[config.mk]
export PLATFORM = sky130hd
export DESIGN_NAME = merge_sort_tree
export DESIGN_NICKNAME = d
export VERILOG_FILES = /design/src/hdl/merge_sort_pkg.sv /design/src/hdl/record_fifo.sv /design/src/hdl/leaf_buffers.sv /design/src/hdl/merge_node.sv /design/src/hdl/sorted_output.sv /design/src/hdl/merge_sort_tree.sv
export VERILOG_INCLUDE_DIRS = /design/src /design/src/include
export SDC_FILE = /design/constraint.sdc
export NUM_CORES = 2
export LEC_CHECK = 0
export BUFFER_PORTS_ARGS = -buffer_cell sky130_fd_sc_hd__buf_4
export CAP_MARGIN = 15
export CORE_ASPECT_RATIO = 1.75
export CORE_MARGIN = 10
export CORE_UTILIZATION = 40
export DETAILED_ROUTE_END_ITERATION = 6
export PLACE_DENSITY = 0.67
export SLEW_MARGIN = 20
export SYNTH_ARGS = -nofsm -noshare
export SYNTH_HDL_FRONTEND = slang
export SYNTH_HIERARCHICAL = 1
export SYNTH_SLANG_ARGS = --single-unit
[constraint.sdc]
create_clock -name CLK -period 7.19 [get_ports CLK]
set_input_delay 1.0785 -clock CLK [delete_from_list [all_inputs] [get_ports CLK]]
set_output_delay 1.0785 -clock CLK [all_outputs]
set_load 0.03 [all_outputs]
[src/include/merge_sort_macros.svh]
// record widths, way count, fifo depth and end-of-stream sentinel key
`ifndef MERGE_SORT_MACROS_SVH
`define MERGE_SORT_MACROS_SVH

// record key, compared by every merge node
`define MERGE_SORT_KEY_W 32

// record payload, carried along untouched
`define MERGE_SORT_VAL_W 32

// log2 of way count, 4 ways with a 2-bit way tag
`define MERGE_SORT_WAY_LOG 2

// log2 of every fifo depth, 4 entries
`define MERGE_SORT_FIFO_LOG 2

// all-ones key closes a stream
`define MERGE_SORT_KEY_MAX 32'hFFFF_FFFF

`endif

[src/hdl/merge_sort_pkg.sv]
// record and tagged input beat types for the merge sorter tree
`include "merge_sort_macros.svh"

package merge_sort_pkg;

  // one sortable record
  // key sits in the upper half so the whole word orders like the key
  typedef struct packed {
    logic [`MERGE_SORT_KEY_W-1:0] key;
    logic [`MERGE_SORT_VAL_W-1:0] value;
  } record_t;

  // input beat, record plus the way it belongs to
  typedef struct packed {
    logic [`MERGE_SORT_WAY_LOG-1:0] way;
    record_t                        rec;
  } in_beat_t;

endpackage

[src/hdl/record_fifo.sv]
// circular record fifo with count-based empty/full and protocol assertions
`timescale 1ns/1ps
`include "merge_sort_macros.svh"

module record_fifo #(
  parameter int DEPTH_LOG = `MERGE_SORT_FIFO_LOG
) (
  input  logic                    CLK,
  input  logic                    RST,
  input  logic                    i_enq,
  input  logic                    i_deq,
  input  merge_sort_pkg::record_t i_rec,
  output merge_sort_pkg::record_t o_head,
  output logic                    o_emp,
  output logic                    o_full
);
  import merge_sort_pkg::*;

  localparam int DEPTH = 2 ** DEPTH_LOG;
  // at least one pointer bit, even for a single entry
  localparam int PTR_W = (DEPTH_LOG > 0) ? DEPTH_LOG : 1;
  localparam logic [PTR_W-1:0] LAST_PTR = PTR_W'(DEPTH - 1);
  localparam logic [DEPTH_LOG:0] FULL_CNT = (DEPTH_LOG + 1)'(DEPTH);

  record_t              mem [DEPTH];
  logic [PTR_W-1:0]     head_ptr;
  logic [PTR_W-1:0]     tail_ptr;
  logic [DEPTH_LOG:0]   count;

  // wrap at the last entry, depth need not fill the pointer
  function automatic logic [PTR_W-1:0] ptr_inc(input logic [PTR_W-1:0] ptr);
    return (ptr == LAST_PTR) ? '0 : ptr + 1'b1;
  endfunction

  // head is read combinationally, no read latency
  assign o_head = mem[head_ptr];
  assign o_emp  = (count == '0);
  assign o_full = (count == FULL_CNT);

  // storage
  always_ff @(posedge CLK) begin
    if (i_enq) begin
      mem[tail_ptr] <= i_rec;
    end
  end

  // pointers and occupancy
  always_ff @(posedge CLK) begin
    if (RST) begin
      head_ptr <= '0;
      tail_ptr <= '0;
      count    <= '0;
    end else begin
      if (i_enq) begin
        tail_ptr <= ptr_inc(tail_ptr);
      end
      if (i_deq) begin
        head_ptr <= ptr_inc(head_ptr);
      end
      // simultaneous enq and deq keep the count
      case ({i_enq, i_deq})
        2'b10:   count <= count + 1'b1;
        2'b01:   count <= count - 1'b1;
        default: count <= count;
      endcase
    end
  end

  // writer must respect full
  a_no_overflow: assert property (@(posedge CLK) disable iff (RST) i_enq |-> !o_full);
  // reader must respect empty
  a_no_underflow: assert property (@(posedge CLK) disable iff (RST) i_deq |-> !o_emp);

endmodule

[src/hdl/leaf_buffers.sv]
// input side, way tag decode into four way fifos with heads, empties and fulls
`timescale 1ns/1ps
`include "merge_sort_macros.svh"

module leaf_buffers (
  input  logic                                   CLK,
  input  logic                                   RST,
  input  logic                                   i_in_valid,
  input  merge_sort_pkg::in_beat_t               i_in_beat,
  input  logic [(1 << `MERGE_SORT_WAY_LOG)-1:0]  i_deq,
  output wire merge_sort_pkg::record_t           o_heads [1 << `MERGE_SORT_WAY_LOG],
  output wire [(1 << `MERGE_SORT_WAY_LOG)-1:0]   o_emp,
  output wire [(1 << `MERGE_SORT_WAY_LOG)-1:0]   o_way_full
);
  import merge_sort_pkg::*;

  localparam int NUM_WAYS = 1 << `MERGE_SORT_WAY_LOG;

  logic [NUM_WAYS-1:0] way_enq;
  record_t             beat_rec;

  // payload goes to every fifo, only the tagged one writes
  assign beat_rec = i_in_beat.rec;

  // one-hot enqueue from the way tag
  always_comb begin
    way_enq = '0;
    way_enq[i_in_beat.way] = i_in_valid;
  end

  // one fifo per way
  // deq comes from the leaf merge node reading that way
  for (genvar w = 0; w < NUM_WAYS; w++) begin : g_way
    record_fifo u_way_fifo (
      .CLK    (CLK),
      .RST    (RST),
      .i_enq  (way_enq[w]),
      .i_deq  (i_deq[w]),
      .i_rec  (beat_rec),
      .o_head (o_heads[w]),
      .o_emp  (o_emp[w]),
      .o_full (o_way_full[w])
    );
  end

  // producer must hold off while the tagged way is full
  a_way_free: assert property (
    @(posedge CLK) disable iff (RST)
    i_in_valid |-> !o_way_full[i_in_beat.way]
  );

endmodule

[src/hdl/merge_node.sv]
// two-input merge node, dequeues the smaller head into its own output fifo
`timescale 1ns/1ps

module merge_node (
  input  logic                    CLK,
  input  logic                    RST,
  input  merge_sort_pkg::record_t i_head0,
  input  merge_sort_pkg::record_t i_head1,
  input  logic                    i_emp0,
  input  logic                    i_emp1,
  input  logic                    i_deq,
  output logic                    o_deq0,
  output logic                    o_deq1,
  output merge_sort_pkg::record_t o_head,
  output logic                    o_emp
);
  import merge_sort_pkg::*;

  logic    fire;
  logic    take0;
  logic    out_full;
  record_t win_rec;

  // both heads present and room downstream
  assign fire = !i_emp0 && !i_emp1 && !out_full;

  // strictly smaller key wins for input 0
  // on a tie input 1 moves on
  assign take0 = (i_head0.key < i_head1.key);

  assign o_deq0  = fire && take0;
  assign o_deq1  = fire && !take0;
  assign win_rec = take0 ? i_head0 : i_head1;

  // winner lands here at the same edge it leaves its source
  record_fifo u_out_fifo (
    .CLK    (CLK),
    .RST    (RST),
    .i_enq  (fire),
    .i_deq  (i_deq),
    .i_rec  (win_rec),
    .o_head (o_head),
    .o_emp  (o_emp),
    .o_full (out_full)
  );

  // one source per firing
  a_single_deq: assert property (
    @(posedge CLK) disable iff (RST)
    $onehot0({o_deq0, o_deq1})
  );

endmodule

[src/hdl/sorted_output.sv]
// output side, pops the root head into a registered valid pulse under downstream full
`timescale 1ns/1ps

module sorted_output (
  input  logic                    CLK,
  input  logic                    RST,
  input  merge_sort_pkg::record_t i_head,
  input  logic                    i_emp,
  input  logic                    i_out_full,
  output logic                    o_deq,
  output merge_sort_pkg::record_t o_out_rec,
  output logic                    o_out_valid
);
  import merge_sort_pkg::*;

  // at least one record delivered since reset
  logic have_out;

  // pop whenever root has data and downstream has room
  assign o_deq = !i_emp && !i_out_full;

  // record register holds the last delivered record
  always_ff @(posedge CLK) begin
    if (o_deq) begin
      o_out_rec <= i_head;
    end
  end

  // one-cycle pulse per pop
  always_ff @(posedge CLK) begin
    if (RST) begin
      o_out_valid <= 1'b0;
      have_out    <= 1'b0;
    end else begin
      o_out_valid <= o_deq;
      if (o_deq) begin
        have_out <= 1'b1;
      end
    end
  end

  // the tree must never hand out a key below the one already delivered
  a_ascending: assert property (
    @(posedge CLK) disable iff (RST)
    (o_deq && have_out) |-> (i_head.key >= o_out_rec.key)
  );

endmodule

[src/hdl/merge_sort_tree.sv]
// top level of the four-way merge sorter tree, input side, three merge nodes, output side
`timescale 1ns/1ps
`include "merge_sort_macros.svh"

module merge_sort_tree (
  input  logic                                   CLK,
  input  logic                                   RST,
  input  logic                                   i_in_valid,
  input  merge_sort_pkg::in_beat_t               i_in_beat,
  output wire [(1 << `MERGE_SORT_WAY_LOG)-1:0]   o_way_full,
  input  logic                                   i_out_full,
  output merge_sort_pkg::record_t                o_out_rec,
  output logic                                   o_out_valid
);
  import merge_sort_pkg::*;

  localparam int NUM_WAYS = 1 << `MERGE_SORT_WAY_LOG;

  // way heads from the input side
  wire record_t             way_head [NUM_WAYS];
  wire [NUM_WAYS-1:0]       way_emp;
  // way dequeues come back from two leaf nodes
  wire [NUM_WAYS-1:0]       way_deq;

  // leaf node outputs
  record_t a_head;
  logic    a_emp;
  logic    a_deq;
  record_t b_head;
  logic    b_emp;
  logic    b_deq;

  // root node output
  record_t root_head;
  logic    root_emp;
  logic    root_deq;

  leaf_buffers u_leaf_buffers (
    .CLK        (CLK),
    .RST        (RST),
    .i_in_valid (i_in_valid),
    .i_in_beat  (i_in_beat),
    .i_deq      (way_deq),
    .o_heads    (way_head),
    .o_emp      (way_emp),
    .o_way_full (o_way_full)
  );

  // ways 0 and 1
  merge_node node_a (
    .CLK     (CLK),
    .RST     (RST),
    .i_head0 (way_head[0]),
    .i_head1 (way_head[1]),
    .i_emp0  (way_emp[0]),
    .i_emp1  (way_emp[1]),
    .i_deq   (a_deq),
    .o_deq0  (way_deq[0]),
    .o_deq1  (way_deq[1]),
    .o_head  (a_head),
    .o_emp   (a_emp)
  );

  // ways 2 and 3
  merge_node node_b (
    .CLK     (CLK),
    .RST     (RST),
    .i_head0 (way_head[2]),
    .i_head1 (way_head[3]),
    .i_emp0  (way_emp[2]),
    .i_emp1  (way_emp[3]),
    .i_deq   (b_deq),
    .o_deq0  (way_deq[2]),
    .o_deq1  (way_deq[3]),
    .o_head  (b_head),
    .o_emp   (b_emp)
  );

  // root, node_b wins ties
  merge_node node_root (
    .CLK     (CLK),
    .RST     (RST),
    .i_head0 (a_head),
    .i_head1 (b_head),
    .i_emp0  (a_emp),
    .i_emp1  (b_emp),
    .i_deq   (root_deq),
    .o_deq0  (a_deq),
    .o_deq1  (b_deq),
    .o_head  (root_head),
    .o_emp   (root_emp)
  );

  sorted_output u_sorted_output (
    .CLK         (CLK),
    .RST         (RST),
    .i_head      (root_head),
    .i_emp       (root_emp),
    .i_out_full  (i_out_full),
    .o_deq       (root_deq),
    .o_out_rec   (o_out_rec),
    .o_out_valid (o_out_valid)
  );

endmodule

======== Yosys cells after proc, flatten, opt, wreduce, memory -nomap -nowiden ========
Memories as Yosys holds them, arrays and structs flattened. A register that Yosys moved wholly into a read port is not among the register bits.
Cells that the tools add are included.
word-level totals
  register bits after elaboration ......... 50
  RAM bits ................................ 1792
  output and inout bits ................... 69
  word-level logic and storage cells ...... 192
  memories kept ........................... 7
cells by class
  add/sub/neg operators ................... 28
  order comparisons ....................... 5
  equality and inequality tests ........... 35
  mux-type cells .......................... 52
  bitwise logic cells ..................... 1
  reduce and logical (&&, ||, !) cells .... 42
memory list
  name                                    depth  bits a word  read ports  clocked after Yosys merged registers in  wr ports  RTL line           source
  node_a.u_out_fifo.mem                   4      64           1           1                                        1         record_fifo.sv:25  record_t mem [DEPTH];
  node_b.u_out_fifo.mem                   4      64           1           1                                        1         record_fifo.sv:25
  node_root.u_out_fifo.mem                4      64           1           1                                        1         record_fifo.sv:25
  u_leaf_buffers.g_way[0].u_way_fifo.mem  4      64           1           1                                        1         record_fifo.sv:25
  u_leaf_buffers.g_way[1].u_way_fifo.mem  4      64           1           1                                        1         record_fifo.sv:25
  u_leaf_buffers.g_way[2].u_way_fifo.mem  4      64           1           1                                        1         record_fifo.sv:25
  1 more memories                         n/a    n/a          n/a         n/a                                      n/a       n/a
operator list
  kind                                                                                  count
  64-bit two-way mux                                                                    3
  32-bit less-than comparator                                                           3
  2-bit two-way mux                                                                     26
  2-bit equality test (second input constant)                                           21
  3-bit case mux with 2 select lines                                                    7
  2-bit by 1-bit adder with 2-bit output (second input constant)                        14
  3-bit by 1-bit adder with 3-bit output (second input constant)                        7
  3-bit equality test (second input constant)                                           7
  3-bit logical NOT                                                                     7
  3-bit by 1-bit subtractor with 3-bit output (second input constant)                   7
  1-bit two-way mux                                                                     15
  2-bit by 1-bit equality test with 1-bit output (second input constant)                7
  1-bit logical AND                                                                     14
  1-bit logical NOT                                                                     14
  2-bit nonzero test                                                                    7
  4-bit AND                                                                             1
  2-bit by 3-bit less-than comparator with 1-bit output (second input constant)         1
  1-bit demux with 2-bit select                                                         1
  2-bit by 1-bit greater-or-equal comparator with 1-bit output (second input constant)  1

======== Longest topological paths before layout ========
  depth after elaboration ................. 7
  gate-level depth with buffers ........... 19

======== By module ========
Netlist, hierarchy kept.
by module, submodules not included
  module         instances  cells an instance  area an instance (sq um)
  record_fifo    7          381                9755.6
  merge_node     3          184                1571.5
  sorted_output  1          67                 1955.6
  leaf_buffers   1          4                  37.5

======== Worst setup path before layout ========
OpenSTA, ideal clock, no wires.
  path kind ............................... input port to flip-flop
  start ................................... input port i_out_full
  end ..................................... register node_root.u_out_fifo.count[2]
  setup time .............................. 0.070 ns
  data arrival time ....................... 5.423 ns
  required time ........................... 7.120 ns
  path slack .............................. 1.697 ns
  cell stages on the path ................. 7
  path buffers ............................ 0
  path through ............................ nor2_1 > ha_1 > inv_1 > fa_1 > xor2_1 > or3_1 > a21oi_1
on the way
  cells in the longest elaborated chain, start to end .. 4
  elaborated cells between the ends (all ways) .. 6
  classes of those cells .................. 2 x eq/ne; 1 x mux; 3 x reduce/logical
ends and longest elaborated chain
  item                                                                                          RTL line               source
  start, declared                                                                               merge_sort_tree.sv:11  input logic i_out_full,
  1-bit logical NOT (*)                                                                         sorted_output.sv:20    assign o_deq = !i_emp && !i_out_full;
  1-bit logical AND (*)                                                                         sorted_output.sv:20
  2-bit by 1-bit equality test with 1-bit output / 2-bit equality test (equally long branches)  record_fifo.sv:61      case ({i_enq, i_deq})
  3-bit case mux with 2 select lines / 2-bit nonzero test (equally long branches)               n/a
  end signal, assigned                                                                          record_fifo.sv:62      2'b10: count <= count + 1'b1;
  end signal, assigned                                                                          record_fifo.sv:63      2'b01: count <= count - 1'b1;
  end signal, assigned                                                                          record_fifo.sv:64      default: count <= count;
  end, declared                                                                                 record_fifo.sv:28      logic [DEPTH_LOG:0] count;
Every way passes the cells marked *; elsewhere a longest branch is shown, timed or not.
A chain may end at the register's enable or synchronous reset.

==> impl_results.md <==
- Post-layout nets: 3756
- Most common cell on crit path: ha_1
- Hold WC Path Type: reg -> reg
- Post-synth top area cell: edfxtp_1
- Top cells by count, synth: 1856 x edfxtp_1, 420 x mux4_2, 138 x inv_1
- Max stage delay on crit path: 860 ps
- Critical Path End Type: flop
- Slew @ Worst Pin: 1080 ps
- Sw frac: 19.9%
- # rows: 210
- Top delay family on crit path: compound AO/OA/AOI/OAI gates
- Layout area overhead: 11.7%
- Avg Vias per Cell: 5.53
- Max-Slew Margin vs Limit: 28.2%
- Worst-path maximum fanout: 24
- Yosys top cell area share: 74.3%
- Setup_tns: 0 ps
- Number of global-route vias before repair: 36100
- CTS tree: done
- Routability cong.: 0.780
- Total gr overflow: 0
- Synthesized area per cell: 22.8 µm²
- Max Fclk: 0.180 GHz
- Die area: 206000 µm²
- Mapped Cells: 3290
- Critical Path AT: 6310 ps
- Largest net degree at the start of global routing: 51
- Starting Density: 40.1%
- Final worst-path cycle share: 77.4%
- P_leak: 0.0263 µW
- Final Cell Area: 83800 µm²
- FFs w/ async S/R, synth: 0%
- CTS Buffer Depth: 4
- Clock share of power: 40.9%
- RSZ-0062 raised after global routing: false
- Max-slew violations: 0
- Power, Total: 21900 µW
- Post-synthesis sequential area ratio: 76.0%
- Share of cells above drive strength 1: 27.1%
- Gates resized, CTS repair: 0
- Part of the power in registers: 56.5%
- CTS Hold Bufs: 0
- DPL Wire Length: 110 mm
- Status: finished, final reports clean
- Type of the worst setup path: reg -> reg
- First-pass GRT wire length: 256 mm
- Highest-delay cell along the critical path: o41ai_2
- # clock sinks: 1920
- R2R Setup Slk: 1620 ps
- Synthesis Warnings: 6
- Number of synthesized register bits: 1920
- Synthesized net count: 3502
- Worst skew pair latency: 810 ps
- Clk slew on worst S/H paths: 70 ps
- Met2 usage: 32.5%
- Met3 GRT Util: 2.40%
- P per Cell Area: 261 nW/µm²
- Num CTS Buffers: 167
- Layer with the highest usage: met2
- DP Area: 78400 µm²
- Post-synth EDFFs: 1856
- Final setup viols: 0
- DR WL/cell: 29.2 µm
- Skew final: 72.4 ps
- Core ar.: 187000 µm²
- Crit-path cells: buf_12 > mux4_2 > ha_1 > nand2_1 > o21ai_0 > a41oi_1 > o41ai_2 > a211oi_4 > nor2b_1 > ha_1 > inv_1 > fa_1 > xor2_1 > or3_1 > a21oi_1
- Total GRT Usage: 17.2%
- Period minus WS final: 5570 ps
- Synthesized area: 75000 µm²
- Hold Fails Final Rpt: 0
- Max-cap violations: 0
- H-Tree Level Count: 4
- Vias: 33800
- Postcts setup bufs: 0
- Die X: 347 µm
- # port buffers: 138
- Logic pwr share: 2.6%
- Global Route met1 Usage: 19.3%
- Worst vdd ir: 0.167 mV
- I/O pin cnt: 139
- Non-Filler Instances: 6114
- CP bufs+invs: 2
- Ys flop type: edfxtp_1
- Total Routed Length: 178 mm
- Crit start category: flop
- P_sw: 4350 µW
- DR pass1 iterations: 7
- Post-Place Cells: 5813
- Initial antenna violation count: 19
- First DRT Iteration DRCs: 2972
- Clock root cell: clkbuf_16
- Chip Height: 593 µm
- P_int: 17500 µW
- Worst EP required: 7930 ps
- DRT antenna net count: 0
- Area contributors post-synth: edfxtp_1 74%, mux4_2 13%, ha_1 2.3%
- Distinct cells, synth: 40
- # DRC: 0
- Top-count cell post-synth: edfxtp_1
[metrics by stage]
stage,setup WS [ps],hold WS (ps),util [%]
5_1_grt,1410,509,44.8
4_1_cts,1510,485,44.8
3_5_place_dp,1520,501,42.0
3_3_place_gp,1590,478,42.0
2_1_floorplan,1700,461,-
6_report,1620,508,44.8
[cells in the final DEF, fill, tap and decap left out, types with 6 or more instances in the layout]
| cell | n |
|---|---|
| dfxtp_1 | 50 |
| xor2_1 | 14 |
| or3_1 | 7 |
| and4_1 | 6 |
| mux2_2 | 78 |
| a21oi_1 | 54 |
| mux4_2 | 420 |
| and3_1 | 7 |
| clkbuf_16 | 168 |
| mux4_1 | 28 |
| nand2_1 | 30 |
| ha_1 | 135 |
| nor2_1 | 71 |
| and2_4 | 28 |
| buf_4 | 202 |
| nor3b_1 | 7 |
| dfxtp_4 | 14 |
| and2_1 | 6 |
| clkbuf_1 | 26 |
| o21ai_0 | 22 |
| fa_1 | 7 |
| nor3_1 | 7 |
| nor2b_1 | 6 |
| mux2i_1 | 21 |
| nand4_1 | 6 |
| clkinvlp_4 | 6 |
| nand3_1 | 6 |
| mux2_1 | 114 |
| clkinv_1 | 31 |
| clkinv_2 | 32 |
| edfxtp_1 | 1856 |
| a221o_1 | 6 |
| bufinv_16 | 19 |
| inv_1 | 138 |
[cell families after synthesis]
logic type                 Yosys count  share of synthesized area (%)
DFF                               1920                           76.0
muxes                              661                           16.8
buffers and inverters              257                           2.49
and+or+nand+nor                    196                           1.32
adders and majority gates          142                           2.44
AOI/OAI and AO/OA                  100                          0.802
xor gates and xnor gates            14                          0.164
[area by class of cell]
class	instances	area, µm²
multi-input cells	1113	16200
clock buffers	194	4300
flip-flops and latches	1920	57100
inverters	138	518
repair buffers	204	1560
diodes	5	12.5
well taps	2438	3050
fillers	15400	103000
clock inverters	102	1040
[power by group through the flow]
stage	Combinational, µW	Sequential (µW)	Clock (µW)
6_report	564	12300	8950
4_1_cts	569	12300	9120
3_5_place_dp	566	12600	0
5_1_grt	609	12300	9520
2_1_floorplan	308	12600	0
3_3_place_gp	543	12600	0
[layer usage]
layer	part of all wire [%]	wire, µm	vias up
li1	-	-	14100
met1	36	63900	18300
met2	55	98100	1070
met3	5.0	8890	350
met4	4.1	7360	22
met5	0.073	130	-
[final timing paths]
| path | startpoint | end | depth (start not counted) |
|---|---|---|---|
| worst max-delay path | flop | u_leaf_buffers/g_way[1].u_way_fifo/count[2]$_SDFFE_PP0P_ | 15 |
| worst min-delay path | u_leaf_buffers/g_way[3].u_way_fifo/count[2]$_SDFFE_PP0P_ | u_leaf_buffers/g_way[3].u_way_fifo/count[2]$_SDFFE_PP0P_ | 2 |
| worst max register to register | flop | u_leaf_buffers/g_way[1].u_way_fifo/count[2]$_SDFFE_PP0P_ | 15 |
| worst min register to register | u_leaf_buffers/g_way[3].u_way_fifo/count[2]$_SDFFE_PP0P_ | u_leaf_buffers/g_way[3].u_way_fifo/count[2]$_SDFFE_PP0P_ | 2 |
[worst min-delay path, delay by kind of cell, from the launching register on]
family	cells	cell delay (ps)
DFF	1	330
AOI/OAI and AO/OA	2	130
[sequential cells by signal (all words and copies together), names as in the netlist, 3 cells and up, named ones only]
name / flops
u_leaf_buffers/g_way.u_way_fifo/count: 12
node_b/u_out_fifo/mem: 256
node_a/u_out_fifo/count: 3
u_leaf_buffers/g_way.u_way_fifo/mem: 1024
node_root/u_out_fifo/count: 3
node_root/u_out_fifo/mem: 256
u_sorted_output/o_out_rec: 64
node_a/u_out_fifo/mem: 256
node_b/u_out_fifo/count: 3
u_leaf_buffers/g_way.u_way_fifo/head_ptr: 8
u_leaf_buffers/g_way.u_way_fifo/tail_ptr: 8
Power figures use the tool's default switching activity.
